<file path="src/include/mem_consts.svh">
`ifndef MEM_CONSTS_SVH
`define MEM_CONSTS_SVH

// bus widths
`define ADDR_W 32
`define DATA_W 64
`define STRB_W 8

// on-chip sram, byte addressed, 64-bit words
`define SRAM_BASE 32'h8000_0000
`define SRAM_WORDS 1024
// cycles from request accept to response valid
`define SRAM_LAT 2

// instruction cache, one word per line
`define IC_LINES 16

`endif

</file>
<file path="src/source/mem_pkg.sv">
`include "mem_consts.svh"

package mem_pkg;

    // bus response codes
    typedef enum logic [1:0] {
        RESP_OKAY   = 2'b00,
        RESP_SLVERR = 2'b10
    } resp_e;

    // ********************************************************
    // channel payloads
    // ********************************************************
    typedef struct packed {
        logic [`ADDR_W-1:0] addr;
    } ar_chan_t;

    typedef struct packed {
        logic [`ADDR_W-1:0] addr;
    } aw_chan_t;

    typedef struct packed {
        logic [`DATA_W-1:0] data;
        logic [`STRB_W-1:0] strb;
    } w_chan_t;

    typedef struct packed {
        logic [`DATA_W-1:0] data;
        resp_e              resp;
    } r_chan_t;

    typedef struct packed {
        resp_e resp;
    } b_chan_t;

    // ********************************************************
    // fsm states
    // ********************************************************
    typedef enum logic [1:0] {
        ARB_IDLE, ARB_FETCH_RD, ARB_DATA_RD, ARB_DATA_WR
    } arb_state_e;

    typedef enum logic [1:0] {
        IC_IDLE, IC_LOOKUP, IC_REFILL, IC_RESP
    } ic_state_e;

    typedef enum logic [1:0] {
        SR_IDLE, SR_WAIT, SR_RESP
    } sram_state_e;

endpackage

</file>
<file path="src/source/icache.sv">
`timescale 1ns/10ps
`include "mem_consts.svh"

module icache (
    input  logic               clk,
    input  logic               rst_n,
    // fetch side
    input  logic               ar_valid_i,
    output logic               ar_ready_o,
    input  mem_pkg::ar_chan_t  ar_i,
    output logic               r_valid_o,
    input  logic               r_ready_i,
    output mem_pkg::r_chan_t   r_o,
    // bus side
    output logic               bus_ar_valid_o,
    input  logic               bus_ar_ready_i,
    output mem_pkg::ar_chan_t  bus_ar_o,
    input  logic               bus_r_valid_i,
    output logic               bus_r_ready_o,
    input  mem_pkg::r_chan_t   bus_r_i
);
    import mem_pkg::*;

    localparam int IDX_W = $clog2(`IC_LINES);
    localparam int TAG_W = `ADDR_W - IDX_W - 3;

    ic_state_e          state;
    logic [`IC_LINES-1:0] line_valid;
    logic [TAG_W-1:0]   line_tag  [`IC_LINES];
    logic [`DATA_W-1:0] line_data [`IC_LINES];

    logic [`ADDR_W-1:0] req_addr;
    logic [IDX_W-1:0]   idx;
    logic [TAG_W-1:0]   tag;
    logic               hit;
    logic               ar_sent;
    logic               fetch_hs;
    logic               refill_hs;
    logic               refill_ok;
    r_chan_t            resp_q;

    // address split: tag | index | byte offset
    assign idx = req_addr[3 +: IDX_W];
    assign tag = req_addr[`ADDR_W-1 -: TAG_W];
    assign hit = line_valid[idx] && (line_tag[idx] == tag);

    assign ar_ready_o = (state == IC_IDLE);
    assign fetch_hs   = ar_valid_i && ar_ready_o;
    assign r_valid_o  = (state == IC_RESP);
    assign r_o        = resp_q;

    // one refill read per miss
    assign bus_ar_valid_o = (state == IC_REFILL) && !ar_sent;
    assign bus_ar_o.addr  = req_addr;
    assign bus_r_ready_o  = (state == IC_REFILL) && ar_sent;
    assign refill_hs      = bus_r_valid_i && bus_r_ready_o;
    assign refill_ok      = (bus_r_i.resp == RESP_OKAY);

    // ********************************************************
    // control fsm
    // ********************************************************
    always_ff @(posedge clk) begin
        if (rst_n) begin
            state      <= IC_IDLE;
            ar_sent    <= 1'b0;
            line_valid <= '0;
        end else begin
            case (state)
                IC_IDLE: begin
                    if (fetch_hs) begin
                        state <= IC_LOOKUP;
                    end
                end
                IC_LOOKUP: begin
                    state <= hit ? IC_RESP : IC_REFILL;
                end
                IC_REFILL: begin
                    if (bus_ar_valid_o && bus_ar_ready_i) begin
                        ar_sent <= 1'b1;
                    end
                    if (refill_hs) begin
                        ar_sent <= 1'b0;
                        state   <= IC_RESP;
                        // error replies never allocate
                        if (refill_ok) begin
                            line_valid[idx] <= 1'b1;
                        end
                    end
                end
                IC_RESP: begin
                    if (r_ready_i) begin
                        state <= IC_IDLE;
                    end
                end
                default: state <= IC_IDLE;
            endcase
        end
    end

    // request address, line arrays and response word
    always_ff @(posedge clk) begin
        if (fetch_hs) begin
            req_addr <= ar_i.addr;
        end
        if (state == IC_LOOKUP && hit) begin
            resp_q.data <= line_data[idx];
            resp_q.resp <= RESP_OKAY;
        end
        if (refill_hs) begin
            resp_q <= bus_r_i;
            if (refill_ok) begin
                line_tag[idx]  <= tag;
                line_data[idx] <= bus_r_i.data;
            end
        end
    end

    // response held under back-pressure
    a_resp_stable: assert property (@(posedge clk) disable iff (rst_n)
        r_valid_o && !r_ready_i |=> r_valid_o && $stable(r_o));

    // refill request held until the arbiter takes it
    a_refill_hold: assert property (@(posedge clk) disable iff (rst_n)
        bus_ar_valid_o && !bus_ar_ready_i |=> bus_ar_valid_o && $stable(bus_ar_o));

endmodule

</file>
<file path="config.mk">
export PLATFORM = sky130hd
export DESIGN_NAME = icache
export DESIGN_NICKNAME = d
export VERILOG_FILES = /design/src/source/mem_pkg.sv /design/src/source/icache.sv
export VERILOG_INCLUDE_DIRS = /design/src /design/src/include
export SDC_FILE = /design/constraint.sdc
export NUM_CORES = 1
export LEC_CHECK = 0
export BUFFER_PORTS_ARGS = -buffer_cell sky130_fd_sc_hd__buf_2
export CORE_MARGIN = 4
export CORE_UTILIZATION = 40
export DETAILED_ROUTE_END_ITERATION = 7
export PLACE_DENSITY = 0.65
export SLEW_MARGIN = 15
export SYNTH_ARGS = -nofsm -noshare
export SYNTH_HDL_FRONTEND = slang
export SYNTH_SLANG_ARGS = --single-unit
</file>
<file path="constraint.sdc">
create_clock -name clk -period 10.1 [get_ports clk]
set_input_delay 0 -clock clk [delete_from_list [all_inputs] [get_ports clk]]
set_output_delay 0 -clock clk [all_outputs]
set_load 0.02 [all_outputs]
</file>
==> results of run 1 <==
worst max-delay path, cell delays in order (launching register included):
cell	delay, ns
dfxtp_4	0.89
buf_12	0.73
buf_4	0.82
mux2i_1	0.33
xor2_1	0.19
o31ai_1	0.10
o31ai_1	0.21
nand4_1	0.12
nor4_2	0.37
or2_4	0.55
buf_4	0.67
stage by stage:
stage / cell area, µm² / setup slack [ns] / power (W)
6_report: 68600 / 4.47 / 0.0158
3_3_place_gp: 62300 / 4.31 / 0.0104
5_1_grt: 68600 / 3.93 / 0.0165
3_5_place_dp: 62300 / 4.33 / 0.0105
4_1_cts: 68600 / 4.31 / 0.0160
2_1_floorplan: 58900 / 2.15 / 0.00968
Yosys cell counts (2+ instances only):
cell type	count	share of area
mux2i_1	51	0.0087
buf_2	44	0.0037
nand3_1	7	0.00059
a22o_1	2	0.00030
ha_1	4	0.00085
nand4_1	4	0.00042
edfxtp_1	1522	0.78
xnor2_1	17	0.0025
o21ai_0	11	0.00093
nor4_1	3	0.00032
xor2_1	22	0.0033
o22ai_1	3	0.00032
and2_1	4	0.00042
o221ai_1	2	0.00030
mux2_2	7	0.0013
a41oi_1	2	0.00030
nand3b_1	4	0.00051
clkbuf_1	48	0.0031
a221oi_1	2	0.00030
o21ba_2	5	0.00085
buf_6	6	0.0011
nand2b_1	5	0.00053
o211ai_1	2	0.00025
buf_4	11	0.0014
mux4_2	420	0.16
nand2_1	206	0.013
a31oi_1	5	0.00053
nor2b_1	2	0.00021
o31ai_1	3	0.00038
nor2_1	44	0.0028
inv_1	11	0.00070
dfxtp_1	23	0.0078
nor3_1	7	0.00059
a22oi_1	8	0.0010
buf_1	13	0.00083
a21oi_1	9	0.00076
area by class of cell:
cell class / instances / area, µm²
Fill cell: 11800 / 77300
Sequential cell: 1545 / 46200
Multi-Input combinational cell: 874 / 12200
Clock buffer: 187 / 4040
Timing Repair Buffer: 405 / 2910
Tap cell: 1917 / 2400
Clock inverter: 93 / 820
Inverter: 12 / 50.0
Antenna cell: 6 / 15.0
sequential cells by signal, summed over array words and instances (netlist names), named ones only:
signal / count
ar_sent: 1
r_o: 66
state: 2
line_data: 1024
line_tag: 400
bus_ar_o: 32
line_valid: 16
cell usage in the layout (no fill, tap or decap), drive strengths merged, types with 3 or more instances in the layout:
cell type	instances
a21oi	9
a22oi	8
a31oi	5
and2	4
buf	266
bufinv	10
clkbuf	187
clkinv	68
clkinvlp	4
dfxtp	23
diode	6
dlygate4sd3	139
edfxtp	1522
ha	4
inv	23
mux2	7
mux2i	51
mux4	420
nand2	206
nand2b	5
nand3	7
nand3b	4
nand4	4
nor2	44
nor3	7
nor4	4
o21ai	12
o21ba	5
o22ai	3
o31ai	3
xnor2	17
xor2	22
power by group through the flow:
stage               combinational [W]  clock, W  sequential, W
global route                  0.00311   0.00593        0.00745
global placement              0.00287         0        0.00757
CTS                           0.00294   0.00565        0.00744
detailed placement            0.00288         0        0.00758
floorplan                     0.00218         0        0.00749
finish                        0.00288   0.00552        0.00744
routing by layer:
layer,global-route usage,up-vias,part of all wire
li1,-,11600,-
met1,0.263,14900,0.44
met2,0.286,987,0.48
met3,0.0360,184,0.069
met4,0.0371,2,0.016
met5,0,-,0.000095
worst min-delay path by stage:
stage	to	slack, ns
floorplan	bus_ar_o[0]	0.1
global placement	bus_ar_o[23]	0.18
detailed placement	bus_ar_o[17]	0.18
CTS	flop	0.02
global route	flop	0.06
finish	flop	0.08
repair_timing:
action / CTS / global route
endpoints found under the setup margin: 0 / 0
hold endpoints to repair: 1146 / 0
hold buffers: 139 / 0
resized for setup: 0 / 0
kinds of logic (layout without fill, tap and decap cells):
logic type      after synthesis  after routing  synth area share
mux                         478            478             0.171
simple gates                291            291            0.0202
other cells                   0              6                 0
buf+inv                     135            697            0.0112
flops                      1545           1545             0.784
compound gates               62             62           0.00748
fa+ha+maj                     4              4          0.000850
xor+xnor                     39             39           0.00580
==> results.cfg, run 1 <==
[pwr]
pwr-share-comb = 0.182
pwr_density_cell_nw_per_um2 = 231
p_leak_nw = 22.0
pwr-share-clk = 0.348
p_seq_frac = 0.470
p_switching_w = 0.00403
vdd_drop_max_v = 0.000209
p_sw_frac = 0.254
p_int_w = 0.0118

[clock_network]
ctsRootBufferMaster = clkbuf_16
clock-sinks = 1545
cts_max_level = 4
numCtsBuffers = 155
tritoncts = yes
clkTransAtPathRegs_ns = 0.06
clock_latency_ns = 0.79
ctsLongestPathBuffers = 3
cts_setup_buffers = 0

[grt]
grt-ovfl-total = 0
grt_pass1_wl_um = 201000
grt_max_degree = 162
grt_pass1_vias = 28600
grtUsageTotal = 0.180
antenna_found_initial = 9

[sta]
report.final.slew_viol_count = 0
fin_crit_sh = 0.558
slew_headroom = 0.232
tightest_slew_ns = 1.15
fmax_ghz = 0.177
period_needed_ns = 5.63
fin_setup_tns_ns = 0
rsz0062_at_grt = false
whs_ns = 0.0824
hold_violations = 0
final-setup-viol-count = 0
skew_ns = 0.0244

[finish]
post-route-util = 0.470
nNetsFinal = 3101
syn_to_final_growth_pct = 16.5
fin_cells = 5039
layout-drive-gt1-share = 0.301

[setup_path]
worstReg2RegEnd = r_o[13]
critPathKind = flop to flop
arrival_ns = 6.04
endpoint = r_o[13]
startpoint_type = flop
cp.required_ns = 10.50
rrSetupSlack_ns = 4.47
crit_path_max_fanout = 115
cp-end-kind = flop
reg2reg_depth = 10

[placed_design]
io_buffers = 205
place_congestion = 0.731
post-place-cells = 4614
hpwl_um = 68800

[min_path]
hp-start = ar_i[4]
worstHoldPathCells = 3
hp-class = input port to flop

[logic_synthesis]
synth.avg_cell_area_um2 = 23.1
synth-edff-count = 1522
ys_ff_latch = 1545
syn_nets = 2662
synth_ff_type = edfxtp_1
syn_inst = 2554
ys_async_sr_fraction = 0
yosysWarnings = 0
ys_seq_area_frac = 0.784
synthesis.area_um2 = 58900
yosysUniqueCellTypes = 51

[floorplan]
die_w_um = 392
fp-row-count = 140
core_area_um2 = 146000
boundaryPins = 206
initial_utilization = 0.404
die_height_um = 392
dieArea_um2 = 153000

[drt]
totalWireLength_um = 137000
via_per_inst = 5.49
vias = 27600
ant_nets = 0
drc_errors = 0
drt_iter0_markers = 3230
routedWlPerCell_um = 27.2
detailedRoute.firstPassIterationCount = 5

[flow_run]
max_cap_violations = 0

[run_status]
status = complete, no violations
Power figures use the tool's default switching activity.
==> inputs of run 2 (changes only) <==
==> constraint.sdc (replaced) <==
create_clock -name clk -period 5.8 [get_ports clk]
set_input_delay 0 -clock clk [delete_from_list [all_inputs] [get_ports clk]]
set_output_delay 0 -clock clk [all_outputs]
set_load 0.02 [all_outputs]
==> run 2 against run 1 <==
Against the previous run: non-clock buffer count up 18; first-iteration DRC count up 5.7%; utilization up 0.46 points; setup slack worse by 3.4 ns; total power up 77%; count of clock-buffer cells in the layout up 13; register-to-register slack worse by 3.4 ns; clock skew up 0.0047 ns; highest routed layer unchanged.
==> results.cfg, run 2 (same netlist as run 1, synthesis figures left out) <==
[setup_path]
crit_top_cell = buf_4
arrival_ns = 5.17
slowest_delay_ns = 0.86
reg2reg_depth = 9
crit_chain = buf_12, buf_4, mux2i_1, xnor2_1, nor4_1, a21oi_1, nor4_2, or2_4, buf_4
critPathKind = flop to flop
slowest_stage = dfxtp_4
rrSetupSlack_ns = 1.07
crit_path_max_fanout = 47
cp-end-kind = flop
cp.required_ns = 6.24
crit_buf_inv = 3
worstReg2RegEnd = r_o[31]
startpoint_type = flop
crit_family = simple AND/OR/NAND/NOR gates

[pwr]
vdd_drop_max_v = 0.000311
p_leak_nw = 22.3
p_sw_frac = 0.251
pwr-share-comb = 0.178
pwr-share-clk = 0.357
p_int_w = 0.0210
p_seq_frac = 0.465
pwr_density_cell_nw_per_um2 = 404
p_switching_w = 0.00701

[finish]
most-common-layout-cells = 1522 x edfxtp_1, 420 x mux4_2, 206 x nand2_1
post-route-util = 0.475
largest_reg_flops = 1024
nNetsFinal = 3122
syn_to_final_growth_pct = 17.7
top_register = line_data
layout-drive-gt1-share = 0.306
mostFrequentLayoutCell = edfxtp_1

[grt]
grt_max_degree = 106
grtUsageTotal = 0.180
antenna_found_initial = 5
grt_pass1_wl_um = 201000
grt_pass1_vias = 28800
grt-ovfl-total = 0

[min_path]
hp-class = input port to flop
hp-start = bus_r_i[1]
whs_endpoint = r_o[1]
worstHoldPathCells = 3

[drt]
ant_nets = 0
m1WireLength_um = 58900
via_per_inst = 5.53
detailedRoute.firstPassIterationCount = 5
drc_errors = 0
wl_met2_um = 65800
vias = 27900
routedWlPerCell_um = 27.1
drt_iter0_markers = 3414
top_layer = met5
totalWireLength_um = 137000
route.met3.wl_um = 10200

[clock_network]
ctsRootBufferMaster = clkbuf_16
ctsLongestPathBuffers = 3
clock_latency_ns = 0.79
cts_max_level = 4
numCtsBuffers = 158
clock-sinks = 1545
clkTransAtPathRegs_ns = 0.06
cts_setup_buffers = 0
cts_resized = 0
ctsHoldBuffers = 138
tritoncts = yes

[placed_design]
hpwl_um = 70200
io_buffers = 205
place_congestion = 0.773

[sta]
slew_headroom = 0.211
skew_ns = 0.0291
fmax_ghz = 0.211
hold_violations = 0
final-setup-viol-count = 0
rsz0062_at_grt = false
tightest_slew_ns = 1.18
fin_crit_sh = 0.816
report.final.slew_viol_count = 0
fin_setup_tns_ns = 0
period_needed_ns = 4.73

[floorplan]
fp-row-count = 140
initial_utilization = 0.404
boundaryPins = 206
core_area_um2 = 146000
die_w_um = 392
dieArea_um2 = 153000
die_height_um = 392

[flow_run]
max_cap_violations = 0

[run_status]
status = complete, no violations
[run 2: cell types whose count changed in the layout (fill, tap and decap cells not counted), sizes merged]
cell and delta:
clkbuf +13, clkinvlp +1, diode -3, bufinv +4
dlygate4sd3 -1, inv -3, buf +19, clkinv -14
[run 2: worst reg2reg max path: cells and delay by family, from the launching register on]
kind / cells / cell delay [ns]
and+or+nand+nor: 3 / 1.45
DFF: 1 / 0.86
xor gates and xnor gates: 1 / 0.10
AOI/OAI and AO/OA: 1 / 0.22
muxes: 1 / 0.37
buffers and inverters: 3 / 1.39
[run 2: final cells by class]
class                           count  area, µm²
Fill cell                       11800      76600
Sequential cell                  1545      46200
Multi-Input combinational cell    874      12200
Clock buffer                      200       4240
Timing Repair Buffer              423       3350
Tap cell                         1917       2400
Clock inverter                     81        843
Inverter                           12       50.0
Antenna cell                        3       7.51
[run 2: per-layer routing]
metal,global-route usage,vias to the layer above
met2,0.281,1116
met5,0,-
li1,-,11700
met4,0.0429,4
met1,0.263,15000
met3,0.0373,161
[run 2: worst max-delay path by stage]
stage	start	endpoint	slack, ns	cells past startpoint
detailed placement	flop	r_o[36]	0.93	9
CTS	flop	r_o[13]	0.92	9
global placement	flop	r_o[27]	0.99	9
finish	flop	r_o[31]	1.07	9
global route	flop	r_o[41]	0.84	10
floorplan	state[0]	line_data[15][0]	0.26	6
[run 2: metrics by stage]
stage	total power [W]	std cells	hold WS [ns]	cell area, µm²	setup WS (ns)
final	0.0280	5055	0.131	69300	1.07
after global routing	0.0291	5052	0.110	69300	0.840
after CTS	0.0283	5052	0.0483	69300	0.920
after detailed placement	0.0182	4633	0.178	62800	0.928
after global placement	0.0182	4632	0.176	62800	0.988
after floorplan	0.0169	2554	0.0989	58900	0.258
[run 2: power by group through the flow]
| stage | Clock (W) | Sequential (W) | Combinational, W |
|---|---|---|---|
| finish | 0.00998 | 0.0130 | 0.00497 |
| global route | 0.0107 | 0.0131 | 0.00538 |
| CTS | 0.0102 | 0.0130 | 0.00506 |
| detailed placement | 0 | 0.0133 | 0.00495 |
| global placement | 0 | 0.0133 | 0.00492 |
| floorplan | 0 | 0.0130 | 0.00381 |
