[src/include/mem_consts.svh]
`ifndef MEM_CONSTS_SVH
`define MEM_CONSTS_SVH

// bus widths
`define ADDR_W 32
`define DATA_W 64
`define STRB_W 8

// on-chip sram, byte addressed, 64-bit words
`define SRAM_BASE 32'h8000_0000
`define SRAM_WORDS 1024
// cycles from request accept to response valid
`define SRAM_LAT 2

// instruction cache, one word per line
`define IC_LINES 16

`endif

[src/source/mem_pkg.sv]
`include "mem_consts.svh"

package mem_pkg;

    // bus response codes
    typedef enum logic [1:0] {
        RESP_OKAY   = 2'b00,
        RESP_SLVERR = 2'b10
    } resp_e;

    // ********************************************************
    // channel payloads
    // ********************************************************
    typedef struct packed {
        logic [`ADDR_W-1:0] addr;
    } ar_chan_t;

    typedef struct packed {
        logic [`ADDR_W-1:0] addr;
    } aw_chan_t;

    typedef struct packed {
        logic [`DATA_W-1:0] data;
        logic [`STRB_W-1:0] strb;
    } w_chan_t;

    typedef struct packed {
        logic [`DATA_W-1:0] data;
        resp_e              resp;
    } r_chan_t;

    typedef struct packed {
        resp_e resp;
    } b_chan_t;

    // ********************************************************
    // fsm states
    // ********************************************************
    typedef enum logic [1:0] {
        ARB_IDLE, ARB_FETCH_RD, ARB_DATA_RD, ARB_DATA_WR
    } arb_state_e;

    typedef enum logic [1:0] {
        IC_IDLE, IC_LOOKUP, IC_REFILL, IC_RESP
    } ic_state_e;

    typedef enum logic [1:0] {
        SR_IDLE, SR_WAIT, SR_RESP
    } sram_state_e;

endpackage

[src/source/bus_arbiter.sv]
`timescale 1ns/10ps

module bus_arbiter (
    input  logic               clk,
    input  logic               rst_n,
    // fetch slot
    input  logic               f_ar_valid_i,
    output logic               f_ar_ready_o,
    input  mem_pkg::ar_chan_t  f_ar_i,
    output logic               f_r_valid_o,
    input  logic               f_r_ready_i,
    output mem_pkg::r_chan_t   f_r_o,
    // data slot
    input  logic               d_ar_valid_i,
    output logic               d_ar_ready_o,
    input  mem_pkg::ar_chan_t  d_ar_i,
    output logic               d_r_valid_o,
    input  logic               d_r_ready_i,
    output mem_pkg::r_chan_t   d_r_o,
    input  logic               d_wr_valid_i,
    output logic               d_wr_ready_o,
    input  mem_pkg::aw_chan_t  d_aw_i,
    input  mem_pkg::w_chan_t   d_w_i,
    output logic               d_b_valid_o,
    input  logic               d_b_ready_i,
    output mem_pkg::b_chan_t   d_b_o,
    // downstream bus
    output logic               m_ar_valid_o,
    input  logic               m_ar_ready_i,
    output mem_pkg::ar_chan_t  m_ar_o,
    input  logic               m_r_valid_i,
    output logic               m_r_ready_o,
    input  mem_pkg::r_chan_t   m_r_i,
    output logic               m_wr_valid_o,
    input  logic               m_wr_ready_i,
    output mem_pkg::aw_chan_t  m_aw_o,
    output mem_pkg::w_chan_t   m_w_o,
    input  logic               m_b_valid_i,
    output logic               m_b_ready_o,
    input  mem_pkg::b_chan_t   m_b_i
);
    import mem_pkg::*;

    arb_state_e state;
    arb_state_e gnt;
    logic       req_sent;
    logic       req_hs;
    logic       resp_hs;

    // fixed priority: data write, data read, fetch
    always_comb begin
        gnt = state;
        if (state == ARB_IDLE) begin
            if (d_wr_valid_i) begin
                gnt = ARB_DATA_WR;
            end else if (d_ar_valid_i) begin
                gnt = ARB_DATA_RD;
            end else if (f_ar_valid_i) begin
                gnt = ARB_FETCH_RD;
            end
        end
    end

    // ********************************************************
    // request steering
    // ********************************************************
    // only one request per grant goes downstream
    assign m_ar_valid_o = !req_sent && ((gnt == ARB_FETCH_RD && f_ar_valid_i) ||
                                        (gnt == ARB_DATA_RD && d_ar_valid_i));
    assign m_ar_o       = (gnt == ARB_FETCH_RD) ? f_ar_i : d_ar_i;
    assign f_ar_ready_o = (gnt == ARB_FETCH_RD) && !req_sent && m_ar_ready_i;
    assign d_ar_ready_o = (gnt == ARB_DATA_RD) && !req_sent && m_ar_ready_i;

    assign m_wr_valid_o = (gnt == ARB_DATA_WR) && !req_sent && d_wr_valid_i;
    assign m_aw_o       = d_aw_i;
    assign m_w_o        = d_w_i;
    assign d_wr_ready_o = (gnt == ARB_DATA_WR) && !req_sent && m_wr_ready_i;

    // ********************************************************
    // response steering
    // ********************************************************
    assign f_r_valid_o = (state == ARB_FETCH_RD) && m_r_valid_i;
    assign d_r_valid_o = (state == ARB_DATA_RD) && m_r_valid_i;
    assign f_r_o       = m_r_i;
    assign d_r_o       = m_r_i;
    assign m_r_ready_o = (state == ARB_FETCH_RD && f_r_ready_i) ||
                         (state == ARB_DATA_RD && d_r_ready_i);

    assign d_b_valid_o = (state == ARB_DATA_WR) && m_b_valid_i;
    assign d_b_o       = m_b_i;
    assign m_b_ready_o = (state == ARB_DATA_WR) && d_b_ready_i;

    assign req_hs  = (m_ar_valid_o && m_ar_ready_i) || (m_wr_valid_o && m_wr_ready_i);
    assign resp_hs = (m_r_valid_i && m_r_ready_o) || (m_b_valid_i && m_b_ready_o);

    // grant held from selection until its response completes
    always_ff @(posedge clk) begin
        if (rst_n) begin
            state    <= ARB_IDLE;
            req_sent <= 1'b0;
        end else if (state == ARB_IDLE) begin
            // a pending valid cannot drop, so latch the winner now
            state    <= gnt;
            req_sent <= req_hs;
        end else begin
            if (req_hs) begin
                req_sent <= 1'b1;
            end
            if (resp_hs) begin
                state    <= ARB_IDLE;
                req_sent <= 1'b0;
            end
        end
    end

    // responses from the slave only arrive for the request it was given
    a_r_in_grant: assert property (@(posedge clk) disable iff (rst_n)
        m_r_valid_i |-> req_sent && (state inside {ARB_FETCH_RD, ARB_DATA_RD}));

    a_b_in_grant: assert property (@(posedge clk) disable iff (rst_n)
        m_b_valid_i |-> req_sent && state == ARB_DATA_WR);

endmodule

[config.mk]
export PLATFORM = sky130hd
export DESIGN_NAME = bus_arbiter
export DESIGN_NICKNAME = d
export VERILOG_FILES = /design/src/source/mem_pkg.sv /design/src/source/bus_arbiter.sv
export VERILOG_INCLUDE_DIRS = /design/src /design/src/include
export SDC_FILE = /design/constraint.sdc
export NUM_CORES = 1
export LEC_CHECK = 0
export ABC_AREA = 1
export BUFFER_PORTS_ARGS = -buffer_cell sky130_fd_sc_hd__buf_2
export CORE_AREA = 2 2 208 210
export DETAILED_ROUTE_END_ITERATION = 8
export DIE_AREA = 0 0 210 212
export HOLD_SLACK_MARGIN = 0.06
export PLACE_DENSITY = 0.36
export SYNTH_ARGS = -nofsm -noshare
export SYNTH_HDL_FRONTEND = slang
export SYNTH_SLANG_ARGS = --single-unit
export TNS_END_PERCENT = 5
[constraint.sdc]
create_clock -name clk -period 1.6 [get_ports clk]
set_input_delay 0.24 -clock clk [delete_from_list [all_inputs] [get_ports clk]]
set_output_delay 0.24 -clock clk [all_outputs]
set_load 0.1 [all_outputs]
==> metrics.md, run 1 <==
| Metric | Value |
|---|---|
| Most frequent cells in the layout | buf_2, buf_12, mux2_4, buf_4, nand2_1 |
| Synth Instances | 333 |
| Max Cap Viol | 0 |
| Failing checks | negative setup slack |
| Critical path endpoint category | primary output |
| Placed cells | 769 |
| Max-slew headroom | 0.7631 |
| Drt first pass iters | 4 |
| Sequential area share after synthesis | 0.02287 |
| Global Route Usage Sum | 0.03589 |
| Largest cells by area after synthesis | buf_4, mux2_4, dfxtp_1, nand2_1, inv_1 |
| Routed len/inst | 11.60 µm |
| Chip width | 210 µm |
| GRT overflow | 0 |
| Worst hold slack | 0.2073 ns |
| Reg2reg path depth | 9 |
| Final cycle utilization of the critical path | 1.163 |
| Minimum clock period | 1.861 ns |
| Filler Cell Count | 4,932 |
| Worst-margin pin slew | 0.3538 ns |
| Antenna violations before repair | 0 |
| Worst R2R Setup Slack | 0.27 ns |
| CTS tree | built |
| Hold_sp | rst_n |
| Worst setup path startpoint | state[1] |
| I/O pin cnt | 528 |
| R2r endpoint | req_sent |
| CTS sink cnt | 3 |
| Antenna diodes | 0 |
| Std cell rows | 76 |
| Slew Limit Fails | 0 |
| Status | finished, violations left |
| WL final | 8993 µm |
| Crit path required time | 1.36 ns |
| Synth unique cells | 20 |
| Non-filler cells in the finished layout | 775 |
| Power Dens Cells | 1090 nW/µm² |
| Root Driver | clkbuf_16 |
| Multiplexer area fraction after synthesis | 0.1787 |
| Die ar. | 44,520 µm² |
| Routability cong. | 0.6844 |
| Main combinational cell family by area after synthesis | buffers and inverters |
| ANT nets after route | 0 |
| Worst-path maximum fanout | 11 |
| Clock skew | 0.003315 ns |
| Syn nets | 581 |
| Yosys top cell area share | 0.6832 |
| Vias | 1,536 |
| Core area | 42,510 µm² |
| # H-tree levels | 1 |
| Clock-pin slew on the worst setup and hold paths | 0.03 ns |
| Detail Placement HPWL | 7723 µm |
| Min-Delay Path Class | in2reg |
| Remaining DRCs | 0 |
| Syn. warnings | 0 |
| Clk buf depth | 2 |
| Worst Hold Path EP | state[0] |
| Synth Area in Compound Gates | 0.01477 |
| Clock latency on the worst-skew pair | 0.23 ns |
| Hold Fails Final Rpt | 0 |
| Fraction of layout cells with a size suffix above 1 | 0.8253 |
| RSZ-0062 raised after global routing | yes |
| Synth-to-Final Area Change | 16.25% |
| F_max | 537.4 MHz |
| Vias/cell | 1.982 |
| Syn_area_per_cell | 7.887 µm² |
| Die Ht | 212 µm |
| Num CTS Buffers | 3 |
| Worst hold stages | 2 |
| Final setup margin | -0.2609 ns |
| Synthesized area | 2626 µm² |
| Commonest non-fill, non-tap cell in the layout | buf_2 |
| Endpoints failing setup | 36 |
| Largest net degree at the start of global routing | 12 |
| Crit path DAT | 1.62 ns |
| Fin nets | 478 |
| Vias in the first global route | 1,541 |
| Post-synthesis adder-cell area fraction | 0 |
| Reg2reg start | state[0] |
| CP Class | reg2out |
| Area leader, netlist | buf_4 |
| Lkg Pwr | 0.001312 µW |
| Synthesized flop and latch total | 3 |
| Type of origin of the critical path | flip-flop |
| First-pass GRT wire length | 11,400 µm |
| XOR/XNOR Fraction of Synth Area | 0 |
| Simple-Gate Fraction of Synth Area | 0.07051 |
| 1st-iter DRT viols | 43 |
| Initial Utilization | 0.06179 |
| I/O Buffers | 117 |
| Largest vdd supply drop | 0.0002695 V |
## per-layer routing
layer  wire (µm)  vias to the layer above  global-route usage
met5          48                        -            0.007786
met2        3731                      261             0.04949
met4         719                        2             0.02910
met1        2460                      585             0.02903
li1            -                      593                   -
met3        2032                       95             0.03752
## sequential cells by signal, indices dropped and copies added (netlist names)
register,count
req_sent,1
state,2
## worst max path at each step
stage	slack (ns)	cells past startpoint	end
global placement	-0.17	8	m_ar_o[6]
detailed placement	-0.18	8	m_ar_o[9]
finish	-0.26	7	m_ar_o[5]
floorplan	-0.40	3	f_r_valid_o
global route	-0.33	7	m_ar_o[7]
CTS	-0.29	7	m_ar_o[9]
## where the power goes
part / leakage, µW / switching, µW / internal, µW
registers: 0.0000257 / 23.1 / 93.2
clock network: 0.0000382 / 73.7 / 329
logic: 0.00125 / 1700 / 1100
total: 0.00131 / 1800 / 1530
## stage by stage
stage	util	total power, µW	worst slack, ns	area (µm²)	setup TNS (ns)
6_report	0.07182	3326	-0.2609	3053	-8.308
5_1_grt	0.07182	3442	-0.3295	3053	-10.70
4_1_cts	0.07118	3336	-0.2912	3025	-9.436
3_5_place_dp	0.06770	2840	-0.1774	2878	-5.143
3_3_place_gp	0.06770	2838	-0.1716	2878	-4.938
2_1_floorplan	-	4680	-0.3992	2681	-4.881
## worst max-delay path: stages (launching register included)
cell and delay (ns):
dfxtp_2 0.34, inv_4 0.05, nor2_4 0.12, a21oi_4 0.05
nand2_4 0.13, buf_12 0.17, mux2_4 0.33, buf_12 0.17
## logic make-up after synthesis
| logic type | after synthesis |
|---|---|
| AOI/OAI and AO/OA | 5 |
| buffers and inverters | 254 |
| DFF | 3 |
| muxes | 32 |
| and+or+nand+nor | 39 |
## final cells by class
class                   instances  area [µm²]  share of cell area
repair buffers                134        1384              0.4533
multi-input cells              76       794.5              0.2602
well taps                     546       683.2              0.2238
clock buffers                   4       78.83             0.02582
flip-flops and latches          3       65.06             0.02131
inverters                      12       47.55             0.01557
## cell usage after synthesis
cell type	n
a21oi_1	3
a21oi_4	1
buf_4	239
buf_6	3
dfxtp_1	3
inv_1	11
inv_2	1
mux2_2	3
mux2_4	29
nand2_1	14
nand2_2	1
nand2_4	1
nand3_1	5
nand3b_1	1
nand4_1	3
nor2_1	9
nor2_2	2
nor3_1	2
nor3b_1	1
o211ai_1	1
## timing repair
action / 4_1_cts / 5_1_grt
hold buffers: 0 / 0
cloned: 1 / 0
endpoints found under the setup margin: 39 / 39
resized for setup: 11 / 7
buffers inserted: 1 / 0
pin swaps: 3 / 1
hold endpoints to repair: 0 / 0
Note: power is estimated with default switching activity, not from simulation.
==> inputs of run 2 (changes only) <==
SKIP_LAST_GASP = 1   (was unset)
TNS_END_PERCENT = 1   (was 5)
==> metrics.md, run 2 (synthesized netlist as in run 1, its figures left out) <==
| Metric | Value |
|---|---|
| Status | finished, violations left (unchanged) |
| Failing checks | negative setup slack (unchanged) |
| Worst R2R Setup Slack | 0.23 ns (was 0.27 ns) |
| Crit path DAT | 1.66 ns (was 1.62 ns) |
| Pre-CTS setup slack | -0.1722 ns (was -0.1774 ns) |
| Antenna violations before repair | 5 (was 0) |
| Die ar. | 44,520 µm² (unchanged) |
| Routed len/inst | 12.35 µm (was 11.60 µm) |
| Drt first pass iters | 4 (unchanged) |
| CP Class | reg2out (unchanged) |
| Placed Area | 2915 µm² (was 2878 µm²) |
| Clock power frac | 0.119 (was 0.121) |
| Reg2reg start | state[0] (unchanged) |
| CTS tree | built (unchanged) |
| Detail Placement HPWL | 8297 µm (was 7723 µm) |
| Post-Route Utilization | 0.07218 (was 0.07182) |
| Part of the power in registers | 0.036 (was 0.035) |
| Final Cell Area | 3068 µm² (was 3053 µm²) |
| Worst-margin pin slew | 0.3425 ns (was 0.3538 ns) |
| Slew Limit Fails | 0 (unchanged) |
| Vias | 1,564 (was 1,536) |
| Clk buf depth | 2 (unchanged) |
| Fraction of layout cells with a size suffix above 1 | 0.8213 (was 0.8253) |
| Fin nets | 484 (was 478) |
| Sum Neg Setup Slack | -9.543 ns (was -8.308 ns) |
| Power Dens Cells | 1093 nW/µm² (was 1090 nW/µm²) |
| Worst Hold Path EP | state[0] (unchanged) |
| Net Sw Frac | 0.5414 (was 0.5412) |
| Hold Fails Final Rpt | 0 (unchanged) |
| Hold_sp | rst_n (unchanged) |
| Initial Utilization | 0.06179 (unchanged) |
| Reg2reg path depth | 8 (was 9) |
| I/O pin cnt | 528 (unchanged) |
| Final setup margin | -0.3008 ns (was -0.2609 ns) |
| Largest register by flop count | state (unchanged) |
| Worst hold stages | 2 (unchanged) |
| RSZ-0062 raised after global routing | yes (unchanged) |
| R2r endpoint | req_sent (unchanged) |
| First-pass GRT wire length | 11,720 µm (was 11,400 µm) |
| Synth-to-Final Area Change | 16.82% (was 16.25%) |
| GRT overflow | 0 (unchanged) |
| WL final | 9643 µm (was 8993 µm) |
| Min-Delay Path Class | in2reg (unchanged) |
| F_max | 526.1 MHz (was 537.4 MHz) |
| Share of total power in combinational logic | 0.846 (was 0.844) |
| Clock latency on the worst-skew pair | 0.22 ns (was 0.23 ns) |
| Largest vdd supply drop | 0.0003194 V (was 0.0002695 V) |
| Clock skew | 0.001204 ns (was 0.003315 ns) |
| Num CTS Buffers | 3 (unchanged) |
| Vias/cell | 2.003 (was 1.982) |
| I/O Buffers | 117 (unchanged) |
| Minimum clock period | 1.901 ns (was 1.861 ns) |
| CTS sink cnt | 3 (unchanged) |
| Final cycle utilization of the critical path | 1.188 (was 1.163) |
| Routability cong. | 0.6728 (was 0.6844) |
| Die Ht | 212 µm (unchanged) |
| ANT nets after route | 0 (unchanged) |
| NetSw | 1815 µW (was 1800 µW) |
| Global Route Usage Sum | 0.03801 (was 0.03589) |
| 1st-iter DRT viols | 24 (was 43) |
| Max reg flops | 2 (unchanged) |
| Remaining DRCs | 0 (unchanged) |
| Std cell rows | 76 (unchanged) |
| Critical path endpoint category | primary output (unchanged) |
| Max Cap Viol | 0 (unchanged) |
| Core area | 42,510 µm² (unchanged) |
| Largest net degree at the start of global routing | 16 (was 12) |
| Max-slew headroom | 0.7707 (was 0.7631) |
| Endpoints failing setup | 37 (was 36) |
| Lkg Pwr | 0.001315 µW (was 0.001312 µW) |
| Antenna diodes | 0 (unchanged) |
| Internal power | 1538 µW (was 1526 µW) |
| Type of origin of the critical path | flip-flop (unchanged) |
| Root Driver | clkbuf_16 (unchanged) |
| Top flop regs | state (2), req_sent (1) (unchanged) |
| Worst-path maximum fanout | 7 (was 11) |
| Most frequent cells in the layout | buf_2, buf_12, mux2_4, buf_4, nand2_1 (unchanged) |
| Vias in the first global route | 1,581 (was 1,541) |
| # H-tree levels | 1 (unchanged) |
| Crit path required time | 1.36 ns (about the same) |
| Clock-pin slew on the worst setup and hold paths | 0.03 ns (about the same) |
| Commonest non-fill, non-tap cell in the layout | buf_2 (unchanged) |
| Chip width | 210 µm (unchanged) |
[run 2: cell count changes in the layout (fill, tap and decap cells not counted), sizes merged]
cell,delta
clkbuf,+1
buf,+5
[run 2: final cells by class]
type                       instances  area, µm²
clock buffer                       4      78.83
fill                            4922      39440
inverter                          12      47.55
sequential                         3      65.06
multi-input combinational         76      774.5
timing repair buffer             140       1419
tap                              546      683.2
[run 2: per-stage QoR]
step	total power [µW]	std cells	hold slack [ns]
final	3352	781	0.2192
after global routing	3480	781	0.2320
after CTS	3312	778	0.2156
after detailed placement	2907	774	0.4547
after global placement	2907	774	0.4612
after floorplan	4680	333	0.3091
[run 2: power groups by stage]
stage               combinational [µW]  clock, µW  sequential [µW]
floorplan                         4580          0              102
global placement                  2800          0              109
detailed placement                2800          0              111
CTS                               2800        402              111
global route                      2940        413              122
finish                            2830        399              119
[run 2: worst max-delay path by stage]
stage	from	end	slack (ns)	cells after the start
floorplan	state[1]	f_ar_ready_o	-0.40	6
global placement	d_ar_valid_i	m_ar_o[21]	-0.12	8
detailed placement	state[0]	m_ar_o[13]	-0.17	6
CTS	state[0]	m_ar_o[13]	-0.34	6
global route	state[1]	m_ar_o[17]	-0.37	7
finish	state[0]	m_ar_o[10]	-0.30	6
[run 2: per-layer routing]
layer  up-vias  part of all wire  GRT usage
met5         -            0.0031          0
met4         6             0.071    0.03130
met3       102              0.22    0.03870
met2       266              0.46    0.05934
met1       588              0.24    0.02643
li1        602                 -          -
[run 2: timing repair]
item | CTS | global route
cloned | 0 | 1
gates resized for setup | 1 | 8
hold buffers | 0 | 0
pin swaps | 0 | 4
setup buffers | 0 | 2
hold endpoints to repair | 0 | 0
setup endpoints to repair | 40 | 40
[run 2: critical path, stage by stage, from the launching register on]
cell       delay [ns]
dfxtp_4          0.39
nor2_4           0.06
a21oi_4          0.18
nand2_8          0.11
clkbuf_16        0.19
mux2_4           0.32
buf_12           0.17
==> inputs of run 3 (changes only) <==
==> constraint.sdc (replaced) <==
create_clock -name clk -period 1.6 [get_ports clk]
set_input_delay 0.16 -clock clk [delete_from_list [all_inputs] [get_ports clk]]
set_output_delay 0.16 -clock clk [all_outputs]
set_load 0.1 [all_outputs]
==> metrics.md, run 3 (synthesized netlist as in run 1, its figures left out) <==
| Metric | Value |
|---|---|
| Status | finished, violations left (unchanged) |
| Failing checks | negative setup slack (unchanged) |
| Pre-CTS setup slack | -0.05852 ns (was -0.1722 ns) |
| Clock skew | 0.004430 ns (was 0.001204 ns) |
| Slew Limit Fails | 0 (unchanged) |
| Final cycle utilization of the critical path | 1.151 (was 1.188) |
| Commonest non-fill, non-tap cell in the layout | buf_2 (unchanged) |
| Global Route Usage Sum | 0.03855 (was 0.03801) |
| ANT nets after route | 0 (unchanged) |
| Post-CTS Hold Buffers | 0 (unchanged) |
| GRT overflow | 0 (unchanged) |
| Std cell rows | 76 (unchanged) |
| Register area | 63.81 µm² (was 65.06 µm²) |
| Synth-to-Final Area Change | 16.25% (was 16.82%) |
| Chip width | 210 µm (unchanged) |
| Worst-margin pin slew | 0.2550 ns (was 0.3425 ns) |
| Vias/cell | 1.978 (was 2.003) |
| WL final | 9648 µm (was 9643 µm) |
| Fraction of layout cells with a size suffix above 1 | 0.8122 (was 0.8213) |
| Worst hold slack | 0.1329 ns (was 0.2192 ns) |
| Power Dens Cells | 1101 nW/µm² (was 1093 nW/µm²) |
| Endpoints failing setup | 36 (was 37) |
| Crit path required time | 1.44 ns (was 1.36 ns) |
| Filler Cell Count | 4,948 (was 4,922) |
| Vias in the first global route | 1,511 (was 1,581) |
| CTS tree | built (unchanged) |
| Clk buf depth | 2 (unchanged) |
| Max Cap Viol | 0 (unchanged) |
| Remaining DRCs | 0 (unchanged) |
| F_max | 542.8 MHz (was 526.1 MHz) |
| Antenna violations before repair | 0 (was 5) |
| Core area | 42,510 µm² (unchanged) |
| 1st-iter DRT viols | 73 (was 24) |
| Largest register by flop count | state (unchanged) |
| Most frequent cells in the layout | buf_2, buf_12, mux2_4, nand2_1, buf_4 (was buf_2, buf_12, mux2_4, buf_4, nand2_1) |
| Multi-input gate area | 772.0 µm² (was 774.5 µm²) |
| First-pass GRT wire length | 11,890 µm (was 11,720 µm) |
| Root Driver | clkbuf_16 (unchanged) |
| Die ar. | 44,520 µm² (unchanged) |
| Max-slew headroom | 0.8293 (was 0.7707) |
| Final Cell Area | 3053 µm² (was 3068 µm²) |
| Initial Utilization | 0.06179 (unchanged) |
| Max reg flops | 2 (unchanged) |
| CP Class | reg2out (unchanged) |
| Type of origin of the critical path | flip-flop (unchanged) |
| Critical path endpoint category | primary output (unchanged) |
| Fin nets | 478 (was 484) |
| Final setup margin | -0.2422 ns (was -0.3008 ns) |
| Largest net degree at the start of global routing | 11 (was 16) |
| Placed Area | 2868 µm² (was 2915 µm²) |
| Crit path DAT | 1.68 ns (was 1.66 ns) |
| Num CTS Buffers | 3 (unchanged) |
| Placed cells | 768 (was 774) |
| Worst R2R Setup Slack | 0.20 ns (was 0.23 ns) |
| Hold Fails Final Rpt | 0 (unchanged) |
| Clock latency on the worst-skew pair | 0.23 ns (was 0.22 ns) |
| Clock-pin slew on the worst setup and hold paths | 0.03 ns (about the same) |
| I/O Buffers | 117 (unchanged) |
| Die Ht | 212 µm (unchanged) |
| Top flop regs | state (2), req_sent (1) (unchanged) |
| Vias | 1,535 (was 1,564) |
| Min-Delay Path Class | in2reg (unchanged) |
| Drt first pass iters | 4 (unchanged) |
| I/O pin cnt | 528 (unchanged) |
| Minimum clock period | 1.842 ns (was 1.901 ns) |
| RSZ-0062 raised after global routing | yes (unchanged) |
| CTS sink cnt | 3 (unchanged) |
| # H-tree levels | 1 (unchanged) |
| Lkg Pwr | 0.001299 µW (was 0.001315 µW) |
| Routed len/inst | 12.43 µm (was 12.35 µm) |
| Largest vdd supply drop | 0.0003106 V (was 0.0003194 V) |
| Detail Placement HPWL | 8232 µm (was 8297 µm) |
| Routability cong. | 0.6822 (was 0.6728) |
| Non-filler cells in the finished layout | 776 (was 781) |
| Worst-path maximum fanout | 10 (was 7) |
-- run 3: what timing repair did --
| action | in CTS | in global routing |
|---|---|---|
| setup endpoints to repair | 36 | 37 |
| gates resized for setup | 12 | 0 |
| pin swaps | 3 | 0 |
| cloned | 2 | 0 |
| setup buffers | 1 | 0 |
-- run 3: final cells by class --
class	count	area share
Tap cell	546	0.2238
Clock buffer	4	0.02582
Antenna cell	1	0.0008197
Timing Repair Buffer	134	0.4611
Multi-Input combinational cell	76	0.2529
Sequential cell	3	0.02090
Inverter	12	0.01475
-- run 3: path summary, 6_finish.rpt --
check,startpoint,end,cells past startpoint
worst min register to register,req_sent,req_sent,4
worst min-delay path,rst_n,state[1],2
worst max-delay path,state[1],m_ar_o[30],7
worst max register to register,state[0],req_sent,8
-- run 3: metrics by stage --
stage / TNS [ns] / util / total power (µW)
2_1_floorplan: -2.171 / - / 4675
5_1_grt: -10.19 / 0.07177 / 3484
3_5_place_dp: -0.4468 / 0.06747 / 2864
4_1_cts: -8.535 / 0.07177 / 3404
6_report: -7.582 / 0.07182 / 3361
3_3_place_gp: -0.1045 / 0.06747 / 2863
-- run 3: power breakdown --
| group | total, µW | switching, µW | internal, µW |
|---|---|---|---|
| sequential | 112 | 19.9 | 92.0 |
| clock | 405 | 75.4 | 330 |
| combinational | 2840 | 1720 | 1120 |
-- run 3: layer usage --
| layer | share of wire | routed length (µm) | track usage | vias up |
|---|---|---|---|---|
| met5 | 0 | 0 | 0 | - |
| li1 | - | - | - | 596 |
| met1 | 0.30 | 2934 | 0.03521 | 588 |
| met4 | 0.093 | 898 | 0.03986 | 0 |
| met3 | 0.21 | 1981 | 0.03323 | 90 |
| met2 | 0.40 | 3833 | 0.05029 | 261 |
-- run 3: critical path, stage by stage (launching register included) --
cell and delay (ns):
dfxtp_1 0.31, inv_2 0.11, nor2_4 0.05, a21oi_4 0.18, nand2_8 0.13, buf_16 0.18
mux2_4 0.32, buf_12 0.17
